<file path="config.mk">
export PLATFORM = sky130hd
export DESIGN_NAME = sync_exchange_top
export DESIGN_NICKNAME = d
export VERILOG_FILES = /design/src/design/sync_pkg.sv /design/src/design/sync_exchange_top.sv /design/src/design/sync_put_port.sv /design/src/design/sync_reg.sv /design/src/design/sync_take_port.sv
export SDC_FILE = /design/constraint.sdc
export NUM_CORES = 1
export LEC_CHECK = 0
export BUFFER_PORTS_ARGS = -buffer_cell sky130_fd_sc_hd__buf_4
export CAP_MARGIN = 20
export CORE_UTILIZATION = 35
export CTS_CLUSTER_SIZE = 30
export DETAILED_ROUTE_END_ITERATION = 8
export PLACE_DENSITY = 0.64
export SLEW_MARGIN = 15
export SYNTH_ARGS = -nofsm -noshare
export SYNTH_HDL_FRONTEND = slang
export SYNTH_SLANG_ARGS = --single-unit
</file>
<file path="constraint.sdc">
create_clock -name clk -period 3.4 [get_ports clk]
set_clock_uncertainty 0.15 [all_clocks]
set_input_delay 0.68 -clock clk [delete_from_list [all_inputs] [get_ports clk]]
set_output_delay 0.68 -clock clk [all_outputs]
set_load 0.05 [all_outputs]
</file>
<file path="src/design/sync_pkg.sv">
package sync_pkg;

  // Width of every data word moving through the exchange
  localparam int data_w = 32;

  // Occupancy of the single-word M-structure register
  // A write is only accepted while empty, a read only while full
  typedef enum logic {
    slot_empty = 1'b0,
    slot_full  = 1'b1
  } slot_state_e;

  // State of a put or take adapter
  typedef enum logic {
    // Accepting a new strobe
    port_idle = 1'b0,
    // Enable held toward the register until its done pulse
    port_wait = 1'b1
  } port_state_e;

endpackage

</file>
<file path="src/design/sync_exchange_top.sv">
`timescale 1ns/10ps

module sync_exchange_top (
  input  logic                        clk,
  input  logic                        reset,
  input  logic                        put_valid_0,
  input  logic                        put_valid_1,
  input  logic [sync_pkg::data_w-1:0] put_data_0,
  input  logic [sync_pkg::data_w-1:0] put_data_1,
  input  logic                        take_req_0,
  input  logic                        take_req_1,
  output logic                        put_ready_0,
  output logic                        put_ready_1,
  output logic                        take_ready_0,
  output logic                        take_ready_1,
  output logic                        take_valid_0,
  output logic                        take_valid_1,
  output logic [sync_pkg::data_w-1:0] take_data_0,
  output logic [sync_pkg::data_w-1:0] take_data_1,
  output logic                        full
);

  // Writer side of the register
  logic [sync_pkg::data_w-1:0] in_0;
  logic [sync_pkg::data_w-1:0] in_1;
  logic                        write_en_0;
  logic                        write_en_1;
  logic                        write_done_0;
  logic                        write_done_1;

  // Reader side of the register
  logic [sync_pkg::data_w-1:0] out_0;
  logic [sync_pkg::data_w-1:0] out_1;
  logic                        read_en_0;
  logic                        read_en_1;
  logic                        read_done_0;
  logic                        read_done_1;

  sync_put_port i_put_0 (
    .clk        (clk),
    .reset      (reset),
    .put_valid  (put_valid_0),
    .put_data   (put_data_0),
    .write_done (write_done_0),
    .put_ready  (put_ready_0),
    .write_en   (write_en_0),
    .write_data (in_0)
  );

  sync_put_port i_put_1 (
    .clk        (clk),
    .reset      (reset),
    .put_valid  (put_valid_1),
    .put_data   (put_data_1),
    .write_done (write_done_1),
    .put_ready  (put_ready_1),
    .write_en   (write_en_1),
    .write_data (in_1)
  );

  sync_take_port i_take_0 (
    .clk        (clk),
    .reset      (reset),
    .take_req   (take_req_0),
    .read_done  (read_done_0),
    .read_data  (out_0),
    .take_ready (take_ready_0),
    .read_en    (read_en_0),
    .take_valid (take_valid_0),
    .take_data  (take_data_0)
  );

  sync_take_port i_take_1 (
    .clk        (clk),
    .reset      (reset),
    .take_req   (take_req_1),
    .read_done  (read_done_1),
    .read_data  (out_1),
    .take_ready (take_ready_1),
    .read_en    (read_en_1),
    .take_valid (take_valid_1),
    .take_data  (take_data_1)
  );

  // Single shared word between both sides
  sync_reg i_reg (
    .clk          (clk),
    .reset        (reset),
    .in_0         (in_0),
    .in_1         (in_1),
    .write_en_0   (write_en_0),
    .write_en_1   (write_en_1),
    .read_en_0    (read_en_0),
    .read_en_1    (read_en_1),
    .out_0        (out_0),
    .out_1        (out_1),
    .write_done_0 (write_done_0),
    .write_done_1 (write_done_1),
    .read_done_0  (read_done_0),
    .read_done_1  (read_done_1),
    .full         (full)
  );

endmodule

</file>
<file path="src/design/sync_put_port.sv">
`timescale 1ns/10ps

module sync_put_port (
  input  logic                        clk,
  input  logic                        reset,
  input  logic                        put_valid,
  input  logic [sync_pkg::data_w-1:0] put_data,
  input  logic                        write_done,
  output logic                        put_ready,
  output logic                        write_en,
  output logic [sync_pkg::data_w-1:0] write_data
);

  sync_pkg::port_state_e       state;
  logic [sync_pkg::data_w-1:0] data_q;

  // Idle until a put, then wait for the register to take the word
  always_ff @(posedge clk) begin
    if (reset) begin
      state <= sync_pkg::port_idle;
    end else begin
      case (state)
        sync_pkg::port_idle: begin
          if (put_valid) begin
            state <= sync_pkg::port_wait;
          end
        end
        sync_pkg::port_wait: begin
          // Leave one edge after the done pulse
          if (write_done) begin
            state <= sync_pkg::port_idle;
          end
        end
        default: state <= sync_pkg::port_idle;
      endcase
    end
  end

  // Latch the word on an accepted put only
  always_ff @(posedge clk) begin
    if ((state == sync_pkg::port_idle) && put_valid) begin
      data_q <= put_data;
    end
  end

  assign put_ready  = (state == sync_pkg::port_idle);
  assign write_en   = (state == sync_pkg::port_wait);
  assign write_data = data_q;

  // Register needs the word steady for the whole write
  a_write_data_stable: assert property (
    @(posedge clk) disable iff (reset)
    write_en |=> !write_en || $stable(write_data));

endmodule

</file>
<file path="src/design/sync_reg.sv">
`timescale 1ns/10ps

module sync_reg (
  input  logic                        clk,
  input  logic                        reset,
  input  logic [sync_pkg::data_w-1:0] in_0,
  input  logic [sync_pkg::data_w-1:0] in_1,
  input  logic                        write_en_0,
  input  logic                        write_en_1,
  input  logic                        read_en_0,
  input  logic                        read_en_1,
  output logic [sync_pkg::data_w-1:0] out_0,
  output logic [sync_pkg::data_w-1:0] out_1,
  output logic                        write_done_0,
  output logic                        write_done_1,
  output logic                        read_done_0,
  output logic                        read_done_1,
  output logic                        full
);

  // Slot occupancy and the stored word
  sync_pkg::slot_state_e       slot_state;
  logic [sync_pkg::data_w-1:0] data_q;

  // Round-robin bits, 0 favours client 0
  logic arb_w;
  logic arb_r;

  // Request decode against the slot state
  logic write_mult;
  logic read_mult;
  logic write_sel_0;
  logic write_sel_1;
  logic read_sel_0;
  logic read_sel_1;
  logic write_any;
  logic read_any;

  // Both writers asking onto an empty slot
  assign write_mult = (slot_state == sync_pkg::slot_empty) && write_en_0 && write_en_1;
  // Both readers asking from a full slot
  assign read_mult  = (slot_state == sync_pkg::slot_full) && read_en_0 && read_en_1;

  // Writer 0 wins when alone, or on contention with the arbiter at 0
  assign write_sel_0 = (slot_state == sync_pkg::slot_empty) && write_en_0 &&
                       (!write_en_1 || !arb_w);
  // Writer 1 wins when alone, or on contention with the arbiter at 1
  assign write_sel_1 = (slot_state == sync_pkg::slot_empty) && write_en_1 &&
                       (!write_en_0 || arb_w);

  // Same selection on the read side
  assign read_sel_0 = (slot_state == sync_pkg::slot_full) && read_en_0 &&
                      (!read_en_1 || !arb_r);
  assign read_sel_1 = (slot_state == sync_pkg::slot_full) && read_en_1 &&
                      (!read_en_0 || arb_r);

  assign write_any = write_sel_0 || write_sel_1;
  assign read_any  = read_sel_0 || read_sel_1;

  // Occupancy, a write and a read never commit together
  always_ff @(posedge clk) begin
    if (reset) begin
      slot_state <= sync_pkg::slot_empty;
    end else if (write_any) begin
      slot_state <= sync_pkg::slot_full;
    end else if (read_any) begin
      slot_state <= sync_pkg::slot_empty;
    end
  end

  // Arbiters flip only in cycles with contention
  always_ff @(posedge clk) begin
    if (reset) begin
      arb_w <= 1'b0;
      arb_r <= 1'b0;
    end else begin
      if (write_mult) begin
        arb_w <= !arb_w;
      end
      if (read_mult) begin
        arb_r <= !arb_r;
      end
    end
  end

  // Stored word, kept after a read
  always_ff @(posedge clk) begin
    if (reset) begin
      data_q <= '0;
    end else if (write_sel_0) begin
      data_q <= in_0;
    end else if (write_sel_1) begin
      data_q <= in_1;
    end
  end

  // Read outputs, only meaningful in their done cycle
  always_ff @(posedge clk) begin
    if (reset) begin
      out_0 <= '0;
      out_1 <= '0;
    end else begin
      if (read_sel_0) begin
        out_0 <= data_q;
      end
      if (read_sel_1) begin
        out_1 <= data_q;
      end
    end
  end

  // One-cycle done pulses in the cycle after commit
  always_ff @(posedge clk) begin
    if (reset) begin
      write_done_0 <= 1'b0;
      write_done_1 <= 1'b0;
      read_done_0  <= 1'b0;
      read_done_1  <= 1'b0;
    end else begin
      write_done_0 <= write_sel_0;
      write_done_1 <= write_sel_1;
      read_done_0  <= read_sel_0;
      read_done_1  <= read_sel_1;
    end
  end

  assign full = (slot_state == sync_pkg::slot_full);

  // Client must keep the enable up until the done pulse
  property p_en_held(en, done);
    @(posedge clk) disable iff (reset) en && !done |=> en;
  endproperty

  a_write_sel_onehot: assert property (
    @(posedge clk) disable iff (reset) !(write_sel_0 && write_sel_1));
  a_read_sel_onehot: assert property (
    @(posedge clk) disable iff (reset) !(read_sel_0 && read_sel_1));

  a_write_en_0_held: assert property (p_en_held(write_en_0, write_done_0));
  a_write_en_1_held: assert property (p_en_held(write_en_1, write_done_1));

  // Slot is full and the winner is told in the cycle after a write
  a_write_0_commit: assert property (
    @(posedge clk) disable iff (reset) write_sel_0 |=> full && write_done_0);
  a_write_1_commit: assert property (
    @(posedge clk) disable iff (reset) write_sel_1 |=> full && write_done_1);

endmodule

</file>
<file path="src/design/sync_take_port.sv">
`timescale 1ns/10ps

module sync_take_port (
  input  logic                        clk,
  input  logic                        reset,
  input  logic                        take_req,
  input  logic                        read_done,
  input  logic [sync_pkg::data_w-1:0] read_data,
  output logic                        take_ready,
  output logic                        read_en,
  output logic                        take_valid,
  output logic [sync_pkg::data_w-1:0] take_data
);

  sync_pkg::port_state_e state;
  logic                  capture;

  // Read value from the register lives for this one cycle only
  assign capture = (state == sync_pkg::port_wait) && read_done;

  always_ff @(posedge clk) begin
    if (reset) begin
      state <= sync_pkg::port_idle;
    end else begin
      case (state)
        sync_pkg::port_idle: begin
          if (take_req) begin
            state <= sync_pkg::port_wait;
          end
        end
        sync_pkg::port_wait: begin
          if (read_done) begin
            state <= sync_pkg::port_idle;
          end
        end
        default: state <= sync_pkg::port_idle;
      endcase
    end
  end

  // Valid pulse follows the capture by one cycle
  always_ff @(posedge clk) begin
    if (reset) begin
      take_valid <= 1'b0;
      take_data  <= '0;
    end else begin
      take_valid <= capture;
      // Word is held until the next capture
      if (capture) begin
        take_data <= read_data;
      end
    end
  end

  assign take_ready = (state == sync_pkg::port_idle);
  assign read_en    = (state == sync_pkg::port_wait);

  // Register must only answer a read this port is waiting on
  a_done_only_when_waiting: assert property (
    @(posedge clk) disable iff (reset) read_done |-> state == sync_pkg::port_wait);

endmodule

</file>
==> summary.md <==
| Metric | Value |
|---|---|
| Status | `finished clean` |
| Seq/Total Area, Yosys | `63.25%` |
| Die footprint | `24950 um^2` |
| Yosys reg bits | `237` |
| Vias per Instance | `5.018` |
| Hold path depth | `1` |
| Vias in the first global route | `about 5600` |
| Number of diodes | `0` |
| P&R area growth vs syn | `23.25%` |
| Die height | `158.0 um` |
| WS Path Type | `register to output pin` |
| VDD IR max | `0.0003480 V` |
| GPL Wtd Cong | `0.7643` |
| Reg2reg setup slack | `1.20 ns` |
| # resized after CTS | `0` |
| Routed vias | `5896` |
| Slew Viols, Final | `0` |
| Hold path start | `put_data_1[1]` |
| Maximum clock path buffer count | `3` |
| Crit end category | `output pin` |
| Detailed Routing Iterations Pass 1 | `4` |
| Skew-Pair Late Insertion Delay | `0.51 ns` |
| CTS sink cnt | `237` |
| Worst hold path type | `input pin to register` |
| Clock-pin slew on the worst setup and hold paths | `0.06 ns` |
| Seq. cell area | `5385 um^2` |
| Synth Area per Inst | `11.63 um^2` |
| Initial DRC Count | `376` |
| Placed inst area | `a little under 10000 um^2` |
| Multi-input gate area | `approximately 2600 um^2` |
| Total setup buffers inserted after CTS | `0` |
| Final worst-path cycle share | `72.93%` |
| H-tree levels | `1` |
| Minimum clock period | `2.480 ns` |
| Syn_nets | `802` |
| Max-Cap Viols | `0` |
| Antenna violations before repair | `0` |
| Port Buffer Count | `140` |
| Final hold vios | `0` |
| Cell variety after synth | `36` |
| Crit Reg-Reg Endpoint | `i_reg.out_0[2]` |
| CTS Hold Bufs | `0` |
| Origin of the critical flop-to-flop path | `i_take_0.read_en` |
| First-pass GRT wire length | `30770 um` |
| Finished Layout Cells | `1175` |
| Largest net degree at the start of global routing | `66` |
| Type of origin of the critical path | `register` |
| FMAX | `roughly 0.40 GHz` |
| Leakage | `0.003933 uW` |
| Mapped Area | `8514 um^2` |
| I/O pins | `roughly 140` |
| Die Wd | `158.0 um` |
| Worst hold endpoint | `i_put_1.write_data[1]` |
| Layout fillers | `2275` |
| Slew margin rel. | `30.09%` |
| Core Region | `between 20000 and 25000 um^2` |
| Pwr Density | `~590 nW/um^2` |
| Starting Density | `35.95%` |
| Critical Path AT | `about 1.7 ns` |
| Fin Setup TNS | `0 ns` |
| Post-route design area | `around 10000 um^2` |
| Routed WL | `19710 um` |
| Worst-case reg-to-reg path depth | `3` |
| Routed length per instance | `16.78 um` |
| Root buffer cell | `clkbuf_16` |
| Row count | `56` |
| CTS buffer count | `24` |
| DRC viols | `0` |
| Critical path fanouts, max | `34` |
| Gate Count Post-Synth | `732` |
| Total global-route track usage | `approximately 16%` |
| Fin nets | `908` |
| RSZ-0062 raised after global routing | `no` |
| Worst slew pin tran | `1.049 ns` |
| Global route overflow | `0` |
| CTS tree | `built` |
| Share of post-route cells with drive strength above 1 | `24.30%` |
| DP Wirelength | `12750 um` |
| Placed cell count | `between 1000 and 1500` |
| Final setup vio count | `0` |
| Worst endpoint required time | `between 2 and 3 ns` |
| Synth Warn # | `0` |
| Post-route ant nets | `0` |
## synthesized netlist by cell type
cell,instances,share of area (%)
a2111oi_0,35,3.6
a2111oi_1,28,3.3
a2111oi_2,2,0.35
a211oi_1,2,0.18
a211oi_2,1,0.15
a21oi_1,66,3.9
a22o_1,64,6.6
a31oi_1,1,0.074
and2_1,1,0.074
and2_4,1,0.10
and2b_1,2,0.18
buf_1,2,0.088
buf_2,27,1.6
buf_4,1,0.088
buf_6,9,1.2
buf_8,3,0.53
clkbuf_1,30,1.3
dfxtp_1,173,41
edfxtp_1,64,23
inv_1,36,1.6
inv_2,1,0.044
nand2_1,3,0.13
nand2_2,1,0.074
nand3_1,33,1.9
nand3b_1,1,0.088
nor2_1,39,1.7
nor2b_1,2,0.15
nor3_1,2,0.12
o21a_1,2,0.18
o21ai_0,64,3.8
o21ba_1,1,0.12
or2b_1,1,0.088
or3b_1,27,2.8
or3b_2,5,0.51
xnor2_1,1,0.10
xor2_1,1,0.10
## worst max-delay path: stages (launching register included)
cell and delay [ns]:
dfxtp_1 0.39, inv_2 0.44, buf_4 0.31
## final cells by class
class | count | share of cell area (%)
clock buffer | 34 | 6.856
timing repair buffer | 152 | 10.87
inverter | 37 | 1.323
clock inverter | 10 | 0.9658
sequential | 237 | 51.32
multi-input combinational | 386 | 24.86
tap | 319 | 3.804
## state kept, by name, indices dropped and copies added (netlist names), 32 cells and up
register,count
i_take_1.take_data,32
i_put_0.write_data,32
i_reg.out_1,32
i_take_0.take_data,32
i_reg.out_0,32
i_put_1.write_data,32
i_reg.data_q,32
## cells by family after synthesis
logic type	after synthesis	synth area share [%]
AOI/OAI and AO/OA	266	22.16
buffers and inverters	109	6.436
DFF	237	63.25
xor gates and xnor gates	2	0.2058
and+or+nand+nor	118	7.950
## worst max-delay path by stage
stage | start | to | slack, ns | cells after the start
global placement | i_take_0.read_en | i_reg.out_0[2] | 1.24 | 3
floorplan | put_valid_0 | i_put_0.write_data[0] | 0.70 | 1
finish | i_put_1.write_en | put_ready_1 | 0.92 | 2
global route | i_put_1.write_en | put_ready_1 | 0.82 | 2
CTS | i_put_1.write_en | put_ready_1 | 0.91 | 2
detailed placement | i_take_0.read_en | i_reg.out_0[2] | 1.22 | 3
## report_power, final
part / switching (uW) / internal (uW) / leakage, uW
Sequential: 86.5 / 3020 / 0.00201
Clock: 1060 / 1620 / 0.000412
Combinational: 256 / 149 / 0.00151
## per-layer routing
metal,wire [um],vias to the layer above,global-route usage [%]
li1,-,2948,-
met1,9450,2753,23.02
met2,8643,166,22.89
met3,1195,29,2.902
met4,423,0,5.037
met5,0,-,0
## metrics by stage
step           hold slack [ns]  util (%)  worst slack (ns)  total power [uW]
6_report                0.1928     44.31            0.9205              6193
5_1_grt                 0.1797     44.31            0.8224              6409
4_1_cts                 0.1785     44.31            0.9110              6261
3_5_place_dp            0.2543     40.84             1.224              3578
3_3_place_gp            0.2463     40.84             1.238              3569
2_1_floorplan           0.2428         -            0.6975              3418
## cell usage in the layout (no fill, tap or decap), types with 3 or more instances in the layout
cell type  Yosys  routed
a2111oi_0     35      35
a2111oi_1     28      28
a21oi_1       66      64
a22o_1        64      64
buf_4          1     152
clkbuf_1      30       3
clkbuf_16      0      25
clkbuf_8       0       6
clkinv_2       0       6
dfxtp_1      173     173
edfxtp_1      64      64
inv_1         36      37
nand2_1        3       3
nand3_1       33      33
nor2_1        39      37
o21ai_0       64      64
or3b_1        27      27
or3b_2         5       5
Note: power is estimated with default switching activity, not from simulation.
